**config.mk**
```make
export PLATFORM = sky130hd
export DESIGN_NAME = xpu_top
export DESIGN_NICKNAME = d
export VERILOG_FILES = /design/src/common/xpu_pkg.sv /design/src/common/xpu_cfg_if.sv /design/src/logic/medium_status.sv /design/src/logic/xpu_reg_bank.sv /design/src/logic/xpu_top.sv /design/src/tsf/tsf_timer.sv /design/src/tx_on/tx_on_detection.sv
export VERILOG_INCLUDE_DIRS = /design/src /design/src/common
export SDC_FILE = /design/constraint.sdc
export NUM_CORES = 1
export LEC_CHECK = 0
export BUFFER_PORTS_ARGS = -buffer_cell sky130_fd_sc_hd__buf_2
export CAP_MARGIN = 20
export CORE_MARGIN = 3
export CORE_UTILIZATION = 33
export DETAILED_ROUTE_END_ITERATION = 12
export SLEW_MARGIN = 20
export SYNTH_ARGS = -nofsm -noshare
export SYNTH_HDL_FRONTEND = slang
export SYNTH_SLANG_ARGS = --single-unit
```
**constraint.sdc**
```tcl
create_clock -name s00_axi_aclk_i -period 3.5 [get_ports s00_axi_aclk_i]
set_input_delay 0.175 -clock s00_axi_aclk_i [delete_from_list [all_inputs] [get_ports s00_axi_aclk_i]]
set_output_delay 0.175 -clock s00_axi_aclk_i [all_outputs]
set_load 0.05 [all_outputs]
```
**src/common/xpu_macros.svh**
```systemverilog
// xpu register map and timing constants
`ifndef XPU_MACROS_SVH
`define XPU_MACROS_SVH

// register indices, word addressed
`define XPU_REG_ADDR_W      6
`define XPU_REG_RESET       6'd0
`define XPU_REG_MUTE        6'd1
`define XPU_REG_TSF_LO      6'd2
`define XPU_REG_TSF_HI      6'd3
`define XPU_REG_BAND        6'd4
`define XPU_REG_RSSI_TH     6'd8
`define XPU_REG_XIFS        6'd9
`define XPU_REG_BB_RF_DLY   6'd10
// read only
`define XPU_REG_TSF_RD_LO   6'd58
`define XPU_REG_TSF_RD_HI   6'd59
`define XPU_REG_VERSION     6'd63

// system clock cycles in one microsecond
`define XPU_CLK_PER_US      100

`define XPU_VERSION         32'h5e1a_0c21

// slot and sifs defaults in us
`define XPU_SLOT_24G_LONG   5'd20
`define XPU_SLOT_24G_SHORT  5'd9
`define XPU_SLOT_5G         5'd9
`define XPU_SIFS_24G        7'd10
`define XPU_SIFS_5G         7'd16

// band code for 2.4GHz
`define XPU_BAND_24G        4'd1

// single bit fields
`define XPU_BIT_TSF_LOAD    31
`define XPU_BIT_XIFS_OVR    31
`define XPU_BIT_MUTE_OVR    0
`define XPU_BIT_MUTE_VAL    31
`define XPU_BIT_RST_TXON    0
`define XPU_BIT_ERP_SHORT   24

// multi bit field offsets
`define XPU_BAND_LSB        16
`define XPU_SLOT_LSB        14
`define XPU_SIFS_LSB        7

`endif

```
**src/common/xpu_pkg.sv**
```systemverilog
// xpu shared types
package xpu_pkg;

    // register word as seen on the register port
    typedef logic [31:0] reg_word_t;

    // 802.11 timing synchronization function, 1us per lsb
    typedef logic [63:0] tsf_t;

    // rssi in half dB steps, may go negative
    typedef logic signed [10:0] rssi_t;

    typedef logic [3:0] band_t;
    typedef logic [7:0] channel_t;

    // slot time in us
    typedef logic [4:0] slot_t;

    // sifs time in us
    typedef logic [6:0] sifs_t;

    // baseband to rf tail length in clocks
    typedef logic [13:0] dly_t;

    // tx-on tracking
    // bb window, then rf tail until the delay runs out
    typedef enum logic [1:0] {
        TXON_IDLE    = 2'd0,
        TXON_BB      = 2'd1,
        TXON_RF_TAIL = 2'd2
    } txon_state_t;

endpackage

```
**src/common/xpu_cfg_if.sv**
```systemverilog
// xpu configuration bundle
`timescale 1ns/10ps

interface xpu_cfg_if;

    // tsf load request, one clock wide
    logic                   tsf_load_pulse;
    xpu_pkg::tsf_t          tsf_load_val;

    // band and erp short slot from reg 4
    xpu_pkg::band_t         band;
    logic                   erp_short_slot;

    // debug xifs override from reg 9
    logic                   xifs_ovr;
    xpu_pkg::slot_t         slot_ovr;
    xpu_pkg::sifs_t         sifs_ovr;

    // cca threshold, half dB
    xpu_pkg::rssi_t         rssi_th;

    // adc mute override from reg 1
    logic                   mute_ovr;
    logic                   mute_val;

    modport regs (
        output tsf_load_pulse,
        output tsf_load_val,
        output band,
        output erp_short_slot,
        output xifs_ovr,
        output slot_ovr,
        output sifs_ovr,
        output rssi_th,
        output mute_ovr,
        output mute_val
    );

    modport tsf (
        input  tsf_load_pulse,
        input  tsf_load_val
    );

    modport status (
        input  band,
        input  erp_short_slot,
        input  xifs_ovr,
        input  slot_ovr,
        input  sifs_ovr,
        input  rssi_th,
        input  mute_ovr,
        input  mute_val
    );

endinterface

```
**src/logic/medium_status.sv**
```systemverilog
// cca, adc mute and xifs selection
`timescale 1ns/10ps
`include "xpu_macros.svh"

module medium_status (
    xpu_cfg_if.status       cfg,
    input  xpu_pkg::rssi_t  rssi_half_db_i,
    input  logic            demod_is_ongoing_i,
    input  logic            tx_rf_is_ongoing_i,
    input  logic            cts_toself_rf_is_ongoing_i,
    output logic            ch_idle_o,
    output logic            mute_adc_out_to_bb_o,
    output xpu_pkg::slot_t  slot_time_o,
    output xpu_pkg::sifs_t  sifs_time_o
);

    logic           medium_busy_own;
    logic           band_is_24g;
    xpu_pkg::slot_t slot_default;
    xpu_pkg::sifs_t sifs_default;

    // own rf activity, either real tx or cts-to-self
    assign medium_busy_own = tx_rf_is_ongoing_i | cts_toself_rf_is_ongoing_i;

    // signed compare, both sides half dB
    // idle only when quiet and nothing being demodulated or sent
    assign ch_idle_o = (rssi_half_db_i < cfg.rssi_th)
                     & ~demod_is_ongoing_i
                     & ~medium_busy_own;

    // self rx is muted while we transmit, unless forced
    assign mute_adc_out_to_bb_o = cfg.mute_ovr ? cfg.mute_val : medium_busy_own;

    assign band_is_24g = (cfg.band == `XPU_BAND_24G);

    // 802.11 erp short slot only matters on 2.4GHz
    always_comb begin
        if (band_is_24g) begin
            slot_default = cfg.erp_short_slot ? `XPU_SLOT_24G_SHORT : `XPU_SLOT_24G_LONG;
            sifs_default = `XPU_SIFS_24G;
        end else begin
            slot_default = `XPU_SLOT_5G;
            sifs_default = `XPU_SIFS_5G;
        end
    end

    // debug override from reg 9
    assign slot_time_o = cfg.xifs_ovr ? cfg.slot_ovr : slot_default;
    assign sifs_time_o = cfg.xifs_ovr ? cfg.sifs_ovr : sifs_default;

endmodule

```
**src/logic/xpu_reg_bank.sv**
```systemverilog
// xpu register bank
`timescale 1ns/10ps
`include "xpu_macros.svh"

module xpu_reg_bank (
    input  logic                        s00_axi_aclk_i,
    input  logic                        reset_i,
    input  logic                        reg_wr_en_i,
    input  logic [`XPU_REG_ADDR_W-1:0]  reg_addr_i,
    input  xpu_pkg::reg_word_t          reg_wdata_i,
    input  logic [`XPU_REG_ADDR_W-1:0]  reg_rd_addr_i,
    input  xpu_pkg::tsf_t               tsf_runtime_val_i,
    output xpu_pkg::reg_word_t          reg_rdata_o,
    xpu_cfg_if.regs                     cfg,
    output logic                        txon_soft_rst_o,
    output xpu_pkg::dly_t               bb_rf_delay_top_o,
    output xpu_pkg::band_t              band_o,
    output xpu_pkg::channel_t           channel_o
);

    // soft resets
    xpu_pkg::reg_word_t slv_reg0;
    // mute override
    xpu_pkg::reg_word_t slv_reg1;
    // tsf load value low
    xpu_pkg::reg_word_t slv_reg2;
    // tsf load value high, msb rising edge loads
    xpu_pkg::reg_word_t slv_reg3;
    // erp short slot, band, channel
    xpu_pkg::reg_word_t slv_reg4;
    // cca rssi threshold
    xpu_pkg::reg_word_t slv_reg8;
    // xifs override word
    xpu_pkg::reg_word_t slv_reg9;
    // bb to rf delay in clocks
    xpu_pkg::reg_word_t slv_reg10;

    logic tsf_load_ctl_d;
    logic tsf_load_pulse;

    // write decode, new value visible the cycle after the strobe
    always_ff @(posedge s00_axi_aclk_i) begin
        if (reset_i) begin
            slv_reg0  <= '0;
            slv_reg1  <= '0;
            slv_reg2  <= '0;
            slv_reg3  <= '0;
            slv_reg4  <= '0;
            slv_reg8  <= '0;
            slv_reg9  <= '0;
            slv_reg10 <= '0;
        end else if (reg_wr_en_i) begin
            case (reg_addr_i)
                `XPU_REG_RESET:     slv_reg0  <= reg_wdata_i;
                `XPU_REG_MUTE:      slv_reg1  <= reg_wdata_i;
                `XPU_REG_TSF_LO:    slv_reg2  <= reg_wdata_i;
                `XPU_REG_TSF_HI:    slv_reg3  <= reg_wdata_i;
                `XPU_REG_BAND:      slv_reg4  <= reg_wdata_i;
                `XPU_REG_RSSI_TH:   slv_reg8  <= reg_wdata_i;
                `XPU_REG_XIFS:      slv_reg9  <= reg_wdata_i;
                `XPU_REG_BB_RF_DLY: slv_reg10 <= reg_wdata_i;
                // read only and unmapped writes dropped
                default: ;
            endcase
        end
    end

    // rising edge of the load bit becomes a single clock pulse
    always_ff @(posedge s00_axi_aclk_i) begin
        if (reset_i) begin
            tsf_load_ctl_d <= 1'b0;
            tsf_load_pulse <= 1'b0;
        end else begin
            tsf_load_ctl_d <= slv_reg3[`XPU_BIT_TSF_LOAD];
            tsf_load_pulse <= slv_reg3[`XPU_BIT_TSF_LOAD] & ~tsf_load_ctl_d;
        end
    end

    // registered read port, one cycle latency
    always_ff @(posedge s00_axi_aclk_i) begin
        if (reset_i) begin
            reg_rdata_o <= '0;
        end else begin
            case (reg_rd_addr_i)
                `XPU_REG_RESET:     reg_rdata_o <= slv_reg0;
                `XPU_REG_MUTE:      reg_rdata_o <= slv_reg1;
                `XPU_REG_TSF_LO:    reg_rdata_o <= slv_reg2;
                `XPU_REG_TSF_HI:    reg_rdata_o <= slv_reg3;
                `XPU_REG_BAND:      reg_rdata_o <= slv_reg4;
                `XPU_REG_RSSI_TH:   reg_rdata_o <= slv_reg8;
                `XPU_REG_XIFS:      reg_rdata_o <= slv_reg9;
                `XPU_REG_BB_RF_DLY: reg_rdata_o <= slv_reg10;
                // live tsf halves
                `XPU_REG_TSF_RD_LO: reg_rdata_o <= tsf_runtime_val_i[31:0];
                `XPU_REG_TSF_RD_HI: reg_rdata_o <= tsf_runtime_val_i[63:32];
                `XPU_REG_VERSION:   reg_rdata_o <= `XPU_VERSION;
                default:            reg_rdata_o <= '0;
            endcase
        end
    end

    // load value, top bit of the high word is the trigger, not data
    assign cfg.tsf_load_pulse = tsf_load_pulse;
    assign cfg.tsf_load_val   = {1'b0, slv_reg3[`XPU_BIT_TSF_LOAD-1:0], slv_reg2};

    // band word fields
    assign band_o             = slv_reg4[`XPU_BAND_LSB +: 4];
    assign channel_o          = slv_reg4[7:0];
    assign cfg.band           = band_o;
    assign cfg.erp_short_slot = slv_reg4[`XPU_BIT_ERP_SHORT];

    // debug override of slot and sifs
    assign cfg.xifs_ovr = slv_reg9[`XPU_BIT_XIFS_OVR];
    assign cfg.slot_ovr = slv_reg9[`XPU_SLOT_LSB +: 5];
    assign cfg.sifs_ovr = slv_reg9[`XPU_SIFS_LSB +: 7];

    assign cfg.rssi_th  = slv_reg8[10:0];
    assign cfg.mute_ovr = slv_reg1[`XPU_BIT_MUTE_OVR];
    assign cfg.mute_val = slv_reg1[`XPU_BIT_MUTE_VAL];

    // plain fields to the tx-on detector
    assign txon_soft_rst_o   = slv_reg0[`XPU_BIT_RST_TXON];
    assign bb_rf_delay_top_o = slv_reg10[13:0];

endmodule

```
**src/logic/xpu_top.sv**
```systemverilog
// xpu lower mac timing core
`timescale 1ns/10ps

module xpu_top (
    input  logic                s00_axi_aclk_i,
    input  logic                reset_i,
    // register port
    input  logic                reg_wr_en_i,
    input  logic [5:0]          reg_addr_i,
    input  xpu_pkg::reg_word_t  reg_wdata_i,
    input  logic [5:0]          reg_rd_addr_i,
    output xpu_pkg::reg_word_t  reg_rdata_o,
    // from rx and cts-to-self
    input  xpu_pkg::rssi_t      rssi_half_db_i,
    input  logic                demod_is_ongoing_i,
    input  logic                cts_toself_rf_is_ongoing_i,
    // from phy tx
    input  logic                phy_tx_started_i,
    input  logic                phy_tx_done_i,
    // status out
    output xpu_pkg::tsf_t       tsf_runtime_val_o,
    output logic                tsf_pulse_1M_o,
    output logic                tx_bb_is_ongoing_o,
    output logic                tx_rf_is_ongoing_o,
    output logic                ch_idle_o,
    output logic                mute_adc_out_to_bb_o,
    output xpu_pkg::slot_t      slot_time_o,
    output xpu_pkg::sifs_t      sifs_time_o,
    output xpu_pkg::band_t      band_o,
    output xpu_pkg::channel_t   channel_o
);

    logic           txon_soft_rst;
    xpu_pkg::dly_t  bb_rf_delay_top;

    xpu_cfg_if cfg_if ();

    xpu_reg_bank xpu_reg_bank_i (
        .s00_axi_aclk_i    (s00_axi_aclk_i),
        .reset_i           (reset_i),
        .reg_wr_en_i       (reg_wr_en_i),
        .reg_addr_i        (reg_addr_i),
        .reg_wdata_i       (reg_wdata_i),
        .reg_rd_addr_i     (reg_rd_addr_i),
        .tsf_runtime_val_i (tsf_runtime_val_o),
        .reg_rdata_o       (reg_rdata_o),
        .cfg               (cfg_if.regs),
        .txon_soft_rst_o   (txon_soft_rst),
        .bb_rf_delay_top_o (bb_rf_delay_top),
        .band_o            (band_o),
        .channel_o         (channel_o)
    );

    tsf_timer tsf_timer_i (
        .s00_axi_aclk_i    (s00_axi_aclk_i),
        .reset_i           (reset_i),
        .cfg               (cfg_if.tsf),
        .tsf_runtime_val_o (tsf_runtime_val_o),
        .tsf_pulse_1M_o    (tsf_pulse_1M_o)
    );

    tx_on_detection tx_on_detection_i (
        .s00_axi_aclk_i     (s00_axi_aclk_i),
        .reset_i            (reset_i),
        .soft_rst_i         (txon_soft_rst),
        .bb_rf_delay_top_i  (bb_rf_delay_top),
        .phy_tx_started_i   (phy_tx_started_i),
        .phy_tx_done_i      (phy_tx_done_i),
        .tx_bb_is_ongoing_o (tx_bb_is_ongoing_o),
        .tx_rf_is_ongoing_o (tx_rf_is_ongoing_o)
    );

    medium_status medium_status_i (
        .cfg                        (cfg_if.status),
        .rssi_half_db_i             (rssi_half_db_i),
        .demod_is_ongoing_i         (demod_is_ongoing_i),
        .tx_rf_is_ongoing_i         (tx_rf_is_ongoing_o),
        .cts_toself_rf_is_ongoing_i (cts_toself_rf_is_ongoing_i),
        .ch_idle_o                  (ch_idle_o),
        .mute_adc_out_to_bb_o       (mute_adc_out_to_bb_o),
        .slot_time_o                (slot_time_o),
        .sifs_time_o                (sifs_time_o)
    );

endmodule

```
**src/tsf/tsf_timer.sv**
```systemverilog
// 64-bit tsf timer
`timescale 1ns/10ps
`include "xpu_macros.svh"

module tsf_timer (
    input  logic            s00_axi_aclk_i,
    input  logic            reset_i,
    xpu_cfg_if.tsf          cfg,
    output xpu_pkg::tsf_t   tsf_runtime_val_o,
    output logic            tsf_pulse_1M_o
);

    localparam int DIV_W = $clog2(`XPU_CLK_PER_US);
    localparam logic [DIV_W-1:0] DIV_LAST = DIV_W'(`XPU_CLK_PER_US - 1);

    logic [DIV_W-1:0] div_cnt;

    // 1MHz tick on the last divider count
    assign tsf_pulse_1M_o = (div_cnt == DIV_LAST);

    // microsecond divider
    always_ff @(posedge s00_axi_aclk_i) begin
        if (reset_i) begin
            div_cnt <= '0;
        end else if (cfg.tsf_load_pulse) begin
            // restart so the first tick is a full us after load
            div_cnt <= '0;
        end else if (tsf_pulse_1M_o) begin
            div_cnt <= '0;
        end else begin
            div_cnt <= div_cnt + 1'b1;
        end
    end

    // tsf counter, load beats the tick
    always_ff @(posedge s00_axi_aclk_i) begin
        if (reset_i) begin
            tsf_runtime_val_o <= '0;
        end else if (cfg.tsf_load_pulse) begin
            tsf_runtime_val_o <= cfg.tsf_load_val;
        end else if (tsf_pulse_1M_o) begin
            tsf_runtime_val_o <= tsf_runtime_val_o + 64'd1;
        end
    end

endmodule

```
**src/tx_on/tx_on_detection.sv**
```systemverilog
// baseband and rf transmit window tracker
`timescale 1ns/10ps

module tx_on_detection (
    input  logic            s00_axi_aclk_i,
    input  logic            reset_i,
    input  logic            soft_rst_i,
    input  xpu_pkg::dly_t   bb_rf_delay_top_i,
    input  logic            phy_tx_started_i,
    input  logic            phy_tx_done_i,
    output logic            tx_bb_is_ongoing_o,
    output logic            tx_rf_is_ongoing_o
);

    xpu_pkg::txon_state_t   state;
    xpu_pkg::dly_t          tail_cnt;
    logic [14:0]            tail_cnt_inc;
    logic                   tail_done;

    // one extra bit so the compare never wraps
    assign tail_cnt_inc = {1'b0, tail_cnt} + 15'd1;
    // top may shrink mid tail, so compare with >=
    assign tail_done    = (tail_cnt_inc >= {1'b0, bb_rf_delay_top_i});

    always_ff @(posedge s00_axi_aclk_i) begin
        if (reset_i || soft_rst_i) begin
            state    <= xpu_pkg::TXON_IDLE;
            tail_cnt <= '0;
        end else begin
            case (state)
                xpu_pkg::TXON_IDLE: begin
                    if (phy_tx_started_i) begin
                        state <= xpu_pkg::TXON_BB;
                    end
                end
                xpu_pkg::TXON_BB: begin
                    if (phy_tx_done_i) begin
                        tail_cnt <= '0;
                        // zero delay skips the rf tail
                        if (bb_rf_delay_top_i == '0) begin
                            state <= xpu_pkg::TXON_IDLE;
                        end else begin
                            state <= xpu_pkg::TXON_RF_TAIL;
                        end
                    end
                end
                xpu_pkg::TXON_RF_TAIL: begin
                    // back to back packet while rf still on
                    if (phy_tx_started_i) begin
                        state <= xpu_pkg::TXON_BB;
                    end else if (tail_done) begin
                        state <= xpu_pkg::TXON_IDLE;
                    end else begin
                        tail_cnt <= tail_cnt + 1'b1;
                    end
                end
                default: begin
                    state <= xpu_pkg::TXON_IDLE;
                end
            endcase
        end
    end

    // outputs straight from state
    assign tx_bb_is_ongoing_o = (state == xpu_pkg::TXON_BB);
    // rf covers bb plus the tail
    assign tx_rf_is_ongoing_o = (state != xpu_pkg::TXON_IDLE);

endmodule

```
== Yosys cells after proc, flatten, opt, wreduce, memory -nomap -nowiden ==
Index checks and enable logic that the tools add are counted.

* Bits of input ports: 62
* Register bits after elaboration: 377
* Output and inout bits: 125
* Logic and storage cells: 94

* Reduce and logical (&&, ||, !) cells: 20
* Equality and inequality tests: 26
* $lt $le $gt $ge: 2
* Add/sub/neg operators: 4
* Muxes and demuxes: 19
* Bitwise gates (word level): 7

{| class="wikitable"
|+ Operator list
! kind !! number
|-
| 32-bit one-hot mux with 11 select lines || 1
|-
| 63-bit 2-to-1 mux || 2
|-
| 64-bit by 1-bit adder with 64-bit output, second input constant || 1
|-
| 14-bit 2-to-1 mux || 3
|-
| 6-bit by 4-bit == test with 1-bit output, second input constant || 6
|-
| 14-bit one-hot mux with 2 select lines || 1
|-
| 6-bit by 2-bit == test with 1-bit output, second input constant || 4
|-
| 5-bit 2-to-1 mux || 4
|-
| 6-bit == test, second input constant || 3
|-
| 2-bit AND reduction || 8
|-
| 14-bit by 1-bit adder with 15-bit output, second input constant || 1
|-
| 15-bit by 14-bit greater-or-equal comparator with 1-bit output || 1
|-
| 14-bit by 1-bit adder with 14-bit output, second input constant || 1
|-
| 14-bit zero test || 1
|-
| 6-bit by 1-bit == test with 1-bit output, second input constant || 2
|-
| 6-bit by 3-bit == test with 1-bit output, second input constant || 2
|-
| 6-bit zero test || 2
|-
| 11-bit less-than comparator || 1
|-
| 2-bit 2-to-1 mux || 5
|-
| 2-bit inequality test, second input constant || 4
|-
| 7-bit by 1-bit adder with 7-bit output, second input constant || 1
|-
| 7-bit == test, second input constant || 1
|-
| 7-bit 2-to-1 mux || 1
|-
| 2-bit one-hot mux with 3 select lines || 1
|-
| 15 further kinds || 21
|}

== Depth between registers and ports, before layout ==
Gate-level depths: netlist (run 1).

* Word-level depth: 5
* Depth in mapped cells: 14
* Depth with buffers taken out: 13

== By module ==
From an unflattened synthesis (run 1), not the netlist that was laid out.

* Cells, all modules: 2414
* Area total of the unflattened synthesis: 19157.1 sq um

{| class="wikitable"
|+ Modules (own cells, without submodules)
! module !! area each (sq um) !! seq. area each (sq um) !! instances !! cells each
|-
| xpu_reg_bank || 13097.6 || 5805.6 || 1 || 1641
|-
| tsf_timer || 4184.0 || 1421.4 || 1 || 528
|-
| tx_on_detection || 1445.1 || 320.3 || 1 || 183
|-
| medium_status || 430.4 || 0.0 || 1 || 62
|}

== Worst setup path after synthesis (run 1) ==
Ideal clock, no wire load.

* Kind: reg2reg
* Start: register tx_on_detection_i.tail_cnt[0]
* End: register tx_on_detection_i.tail_cnt[10]
* Path buffers: 1
* Setup slack: -0.040 ns
* Required time: 3.384 ns
* Arrival time: 3.424 ns
* Period minus slack after synthesis: 3.540 ns
* Setup time: 0.116 ns
* Stages on the path, launching flop included: 14
* Cell sequence: dfxtp_1 > ha_1 > nand3_1 > nor3_1 > nand3_1 > xnor2_1 > ha_1 > a21o_1 > a2111o_1 > a311o_1 > a41o_1 > and2_1 > buf_2 > a31o_2

* Word-level cells in the longest chain between the ends: 4
* Elaborated cells between the ends (all ways): 8
* Classes of those cells: 2 x add/sub; 1 x order compare; 1 x eq/ne; 3 x mux; 1 x reduce/logical

{| class="wikitable"
|+ Ends and longest elaborated chain
! item !! RTL line !! text
|-
| start, declared || tx_on_detection.sv:16 || <nowiki>xpu_pkg::dly_t tail_cnt;</nowiki>
|-
| start signal, assigned || tx_on_detection.sv:54 || <nowiki>tail_cnt <= tail_cnt + 1'b1;</nowiki>
|-
| 14-bit by 1-bit adder with 15-bit output / 14-bit by 1-bit adder with 14-bit output (equally long branches) || tx_on_detection.sv:21, tx_on_detection.sv:54 ||
|-
| 15-bit by 14-bit greater-or-equal comparator with 1-bit output / 14-bit 2-to-1 mux (equally long branches) || tx_on_detection.sv:23, tx_on_detection.sv:51 ||
|-
| 2-bit inequality test (no source line) / 14-bit 2-to-1 mux (equally long branches) || -- ||
|-
| 4-bit AND reduction (no source line) / 14-bit one-hot mux with 2 select lines (equally long branches) || -- ||
|}

Several ways; a longest one is shown, not always the timed one. The select of a mux whose other input is x is not followed.
A chain may end at the register's enable or synchronous reset.

== Final worst setup path (run 1) ==
Ends and elaborated chain as after synthesis.

==> results of run 1 <==
## what timing repair did
action / 4_1_cts / 5_1_grt
setup endpoints to repair: 0 / 10
hold buffers: 34 / 0
setup buffers: 0 / 1
hold endpoints to repair: 258 / 0
gates resized for setup: 0 / 5
## registers in the layout, indices dropped and copies added (netlist names), 2 cells and up
register,count
tx_on_detection_i.state,2
xpu_reg_bank_i.slv_reg10,32
xpu_reg_bank_i.slv_reg9,32
xpu_reg_bank_i.slv_reg1,32
xpu_reg_bank_i.slv_reg8,32
xpu_reg_bank_i.slv_reg4,32
xpu_reg_bank_i.slv_reg2,32
tsf_timer_i.div_cnt,7
tx_on_detection_i.tail_cnt,14
xpu_reg_bank_i.reg_rdata_o,32
tsf_timer_i.tsf_runtime_val_o,64
xpu_reg_bank_i.slv_reg3,32
xpu_reg_bank_i.slv_reg0,32
## final cells by class
class                   instances  area [µm²]
well taps                     688         861
clock inverters                 9         109
fillers                      5396       31900
multi-input cells            1625        9090
clock buffers                  61        1180
inverters                      42         158
repair buffers                284        1770
flip-flops and latches        377        7550
## kinds of logic after synthesis
family	synth area share, %
AND/OR/NAND/NOR	23.6
AO/OA/AOI/OAI	17.9
flip-flops	42.9
buffers and inverters	5.90
XOR/XNOR	3.73
multiplexers	4.07
adder cells (fa/ha/maj)	1.92
## critical path: stages (launching register included)
cell and delay (ns):
dfxtp_1 0.34, ha_1 0.20, nand3_2 0.12, nor3_2 0.24, nand3_1 0.18, xnor2_2 0.18, ha_1 0.32, a21o_1 0.19
a2111o_1 0.39, a311o_1 0.31, a41o_1 0.28, and2_2 0.26, a31o_2 0.26
## placed cells by master (no fill, tap or decap), drive strengths merged, types with 10 or more instances in the layout
cell           n
nor2b         10
xor2          26
inv           42
a211oi        45
nand2        616
nor4          23
mux4          14
and3          21
a22oi         22
nand3         34
dfxtp        377
nand2b        12
mux2i         39
dlygate4sd3   34
nor2         111
xnor2         49
buf          250
a222oi        34
and2          12
a21oi        312
nand4         47
o21ai         45
ha            27
nor3          24
a31oi         22
clkbuf        61
## power breakdown
part | internal (W) | switching (W)
Clock | 0.00248 | 0.00182
Combinational | 0.000128 | 0.000316
Sequential | 0.00431 | 0.0000161
Total | 0.00691 | 0.00215
## layer usage
metal / share of wire (%) / routed length, µm / up-vias
li1: - / - / 7998
met1: 40 / 28100 / 8259
met2: 46 / 32300 / 856
met3: 9.1 / 6420 / 160
met4: 4.8 / 3370 / 2
met5: 0.026 / 18 / -
## stage by stage
step | power (W) | instance area, µm²
2_1_floorplan | 0.00466 | 17600
3_3_place_gp | 0.00482 | 19100
3_5_place_dp | 0.00482 | 19100
4_1_cts | 0.00912 | 20700
5_1_grt | 0.00933 | 20700
6_report | 0.00906 | 20700
## worst paths after layout
| path | from | endpoint | slack (ns) | cells after the start |
|---|---|---|---|---|
| worst min register to register | xpu_reg_bank_i.tsf_load_ctl_d | xpu_reg_bank_i.cfg.tsf_load_pulse | 0.39 | 1 |
| worst max-delay path | tx_on_detection_i.tail_cnt[0] | tx_on_detection_i.tail_cnt[10] | 0.11 | 12 |
| worst max register to register | tx_on_detection_i.tail_cnt[0] | tx_on_detection_i.tail_cnt[10] | 0.11 | 12 |
| worst min-delay path | reset_i | xpu_reg_bank_i.slv_reg4[0] | 0.09 | 2 |
==> flow_metrics.tcl, run 1 <==
set metrics [dict create \
    status "completed" \
    numCtsBuffers 41 \
    critPathKind "register to register" \
    syn_to_final_growth_pct 17.7 \
    overflow 0 \
    synth_ff_type "dfxtp_1" \
    hp-class "input port to register" \
    dp_hpwl_um 48400 \
    slew_headroom_pct 29.0 \
    yosysWarnings 0 \
    tightest_slew_ns 1.07 \
    grt_pass1_vias 16700 \
    clock_sinks 377 \
    cp.arrival_ns 3.84 \
    start_kind "register" \
    max_freq_mhz 295 \
    htreeDepth 2 \
    rows 84 \
    track_usage_pct 24.2 \
    cp_max_fo 8 \
    setup_tns_ns 0 \
    grt_start_max_net_pins 165 \
    clockBufferDepth 3 \
    yosys-top-cells-count "nand2_1, dfxtp_1, a21oi_1, clkbuf_1, nor2_1" \
    wl_um 70300 \
    first_pass_iters 9 \
    die_height_um 237 \
    io_buffers 186 \
    skew_ns 0.0290 \
    power_leakage_nw 7.35 \
    period_share_pct 96.8 \
    clkTransAtPathRegs_ns 0.06 \
    synthDistinctLibCells 66 \
    clock_latency_ns 0.59 \
    drt-wirelength-per-cell_um 22.8 \
    ys_seq_area_share_pct 42.9 \
    final_core_util_pct 39.3 \
    drt_iter0_drc 2097 \
    drc 0 \
    yosys.area.top_type_share_pct 42.9 \
    busiest_layer "met2" \
    grt_use_met3_pct 4.69 \
    hold_viol_final 0 \
    layout.nets 2460 \
    die_w_um 237 \
    core_area_um2 52700 \
    min_period_ns 3.39 \
    place_inst 2981 \
    ir_drop_mv 0.322 \
    async_flop_share_pct 0 \
    setup_viol_count_final 0 \
    end_kind "register" \
    whs_ns 0.0858 \
    start_util_pct 33.4 \
    synthMostInstantiatedCell "nand2_1" \
    grt_pass1_wl_um 105000 \
    root_buffer "clkbuf_16" \
    synthTopCellsByArea "dfxtp_1, nand2_1, a21oi_1, clkbuf_1, xnor2_1" \
    avgViaCountPerCell 5.60 \
    pin_count 187 \
    fin_cells 3086 \
    syn_avg_cell_area_um2 7.83 \
    synth_edf_count 0 \
    syn_nets 2338 \
    final_max_slew_viol_count 0 \
    vias 17300 \
    crit_required_ns 3.96 \
    num_antenna_cells 0 \
    use_met2_pct 39.0 \
    dpl_worst_slack_ns 0.141 \
    drv_cap 0 \
    p_per_area_nw_per_um2 438 \
    antenna_found_initial 1 \
    yosysTopAreaCell "dfxtp_1" \
    final_layout_size_suffix_gt1_share_pct 15.2 \
    cts_tree "done" \
    setup_slack_ns 0.112 \
    ys_seq_elements 377 \
    grt_use_met1_pct 31.3 \
    synth_cells 2249 \
    netlist_area_um2 17600 \
    dieArea_um2 56200 \
    ant_nets 0 \
    place_congestion 0.946 \
]
Power figures use the tool's default switching activity.
==> run 2, diff against run 1 <==
- CAP_MARGIN: 20 -> unset
- CORE_MARGIN: 3 -> unset
- CTS_CLUSTER_DIAMETER: unset -> 50
==> run 2 against run 1 <==
  * Final area grew 0.25%
  * Cell count is the same
  * Critical path depth shrank 1
  * Wire length grew 0.23%
  * Clock power grew 1%
  * Sequential power is essentially flat
  * Die area shrank 3.3%
  * Core utilization grew 0.097 points
  * Hold slack gained 0.093 ns
==> flow_metrics.tcl, run 2 (same netlist as run 1, synthesis figures left out) <==
set metrics [dict create \
    clockPowerShare_pct 47.8 \
    p_sw_share_pct 23.8 \
    path_cells "nand4_1 -> nor3_2 -> nand3_1 -> xnor2_2 -> ha_1 -> a21o_1 -> a2111o_1 -> a311o_1 -> a41o_1 -> and2_4 -> a31o_2" \
    track_usage_pct 25.4 \
    drv_cap 0 \
    ir_drop_mv 0.311 \
    cp.arrival_ns 3.78 \
    largest_register "tsf_timer_i.tsf_runtime_val_o" \
    setup_viol_count_final 0 \
    grt_pass1_vias 16500 \
    wl_met1_um 28600 \
    antenna_found_initial 1 \
    met2RoutedLength_um 32700 \
    grt_start_max_net_pins 148 \
    critPathKind "register to register" \
    slowest_stage "dfxtp_1" \
    core_area_um2 52700 \
    whs_ns 0.178 \
    dieArea_um2 54300 \
    p_per_area_nw_per_um2 440 \
    hp-class "input port to register" \
    clkTransAtPathRegs_ns 0.05 \
    clock_latency_ns 0.58 \
    path_buf_inv 0 \
    first_pass_iters 6 \
    rsz0062_at_grt "no" \
    pin_count 187 \
    seqPwrFrac_pct 47.3 \
    numCtsBuffers 43 \
    hold_path.startpoint "reg_addr_i[3]" \
    end_kind "register" \
    cts_tree "done" \
    largest_reg_flops 64 \
    clockBufferDepth 3 \
    vias 17400 \
    root_buffer "clkbuf_16" \
    layout.nets 2460 \
    top_layer "met4" \
    syn_to_final_growth_pct 18.0 \
    hold_viol_final 0 \
    wl_um 70500 \
    avgViaCountPerCell 5.62 \
    drt_iter0_drc 2195 \
    cpLargestDelayFamily "compound AO/OA/AOI/OAI gates" \
    min_path_cells 5 \
    ant_nets 0 \
    drc 0 \
    io_buffers 186 \
    p_total_w 0.00914 \
    rows 84 \
    overflow 0 \
    final_cell_mix "nand2_1, dfxtp_1, a21oi_1, buf_2, nor2_1" \
    layout_commonest_cell "nand2_1" \
    clock_sinks 377 \
    startpoint "tx_on_detection_i.tail_cnt[6]" \
    slowest_delay_ns 0.47 \
    reg2reg_depth 11 \
    final_max_slew_viol_count 0 \
    regToRegSetupSlack_ns 0.19 \
    met3_length_um 6050 \
    max_freq_mhz 302 \
    power_leakage_nw 7.37 \
    final_layout_size_suffix_gt1_share_pct 15.3 \
    slew_headroom_pct 24.3 \
    path_depth 11 \
    start_kind "register" \
    skew_ns 0.0304 \
    start_util_pct 33.4 \
    die_w_um 233 \
    crit_required_ns 3.97 \
    intPower_w 0.00696 \
    dp_hpwl_um 48300 \
    drt-wirelength-per-cell_um 22.8 \
    place_congestion 0.902 \
    combPwrFrac_pct 4.9 \
    status "completed" \
    setup_tns_ns 0 \
    htreeDepth 2 \
    grt_pass1_wl_um 103000 \
    die_height_um 233 \
    r2r-start "tx_on_detection_i.tail_cnt[6]" \
    p_switching_w 0.00217 \
    cp_max_fo 8 \
    period_share_pct 94.5 \
    min_period_ns 3.31 \
    num_antenna_cells 0 \
    tightest_slew_ns 1.13 \
    fillers 5382 \
]
==> run 2: changes by cell type in the layout (fill, tap and decap cells not counted), moves of 2 or more <==
| cell | previous run | this run |
|---|---|---|
| buf_4 | 63 | 58 |
| clkbuf_1 | 13 | 10 |
| clkbuf_16 | 42 | 45 |
| clkbuf_8 | 6 | 9 |
| buf_12 | 1 | 3 |
| bufinv_16 | 2 | 0 |
==> run 2: worst paths after layout <==
path / end
setup reg to reg: tx_on_detection_i.tail_cnt[10]
hold reg to reg: xpu_reg_bank_i.cfg.tsf_load_pulse
setup / recovery: tx_on_detection_i.tail_cnt[10]
hold / removal: xpu_reg_bank_i.slv_reg9[31]
==> run 2: repair_timing <==
item                                    in CTS  in global routing
setup buffers                                0                  0
endpoints found under the hold margin      267                  0
hold buffers                                35                  0
gates resized for setup                      0                  7
endpoints found under the setup margin       0                 13
==> run 2: layout make-up <==
| class | count | area, µm² | area share, % |
|---|---|---|---|
| multi-input combinational | 1625 | 9080 | 43.7 |
| sequential | 377 | 7550 | 36.3 |
| clock buffer | 64 | 1290 | 6.20 |
| inverter | 42 | 158 | 0.759 |
| timing repair buffer | 282 | 1790 | 8.60 |
| clock inverter | 8 | 48.8 | 0.235 |
| tap | 688 | 861 | 4.14 |
==> run 2: power groups by stage <==
| stage | sequential (W) | combinational [W] | clock, W |
|---|---|---|---|
| 2_1_floorplan | 0.00442 | 0.000243 | 0 |
| 3_5_place_dp | 0.00442 | 0.000404 | 0 |
| 3_3_place_gp | 0.00442 | 0.000398 | 0 |
| 4_1_cts | 0.00432 | 0.000438 | 0.00442 |
| 5_1_grt | 0.00433 | 0.000469 | 0.00460 |
| 6_report | 0.00433 | 0.000446 | 0.00436 |
==> run 2: per-stage QoR <==
stage          utilization (%)  cell area, µm²  setup slack (ns)  cells
3_3_place_gp              36.2           19100            0.0926   2979
3_5_place_dp              36.2           19100            0.0505   2979
2_1_floorplan                -           17600            0.0746   2249
4_1_cts                   39.4           20800            0.0216   3086
6_report                  39.4           20800             0.191   3086
5_1_grt                   39.4           20800            0.0250   3086
==> run 2: worst reg2reg max path: stages, from the launching register on <==
cell and delay, ns:
dfxtp_1 0.47, nand4_1 0.25, nor3_2 0.24, nand3_1 0.15, xnor2_2 0.18, ha_1 0.32
a21o_1 0.18, a2111o_1 0.41, a311o_1 0.30, a41o_1 0.27, and2_4 0.19, a31o_2 0.24
==> run 2: metal layers <==
layer  global-route usage, %  up-vias
met5                       0        -
met4                    11.1        0
met3                    4.36      137
met2                    41.7      818
met1                    32.5     8397
li1                        -     8002
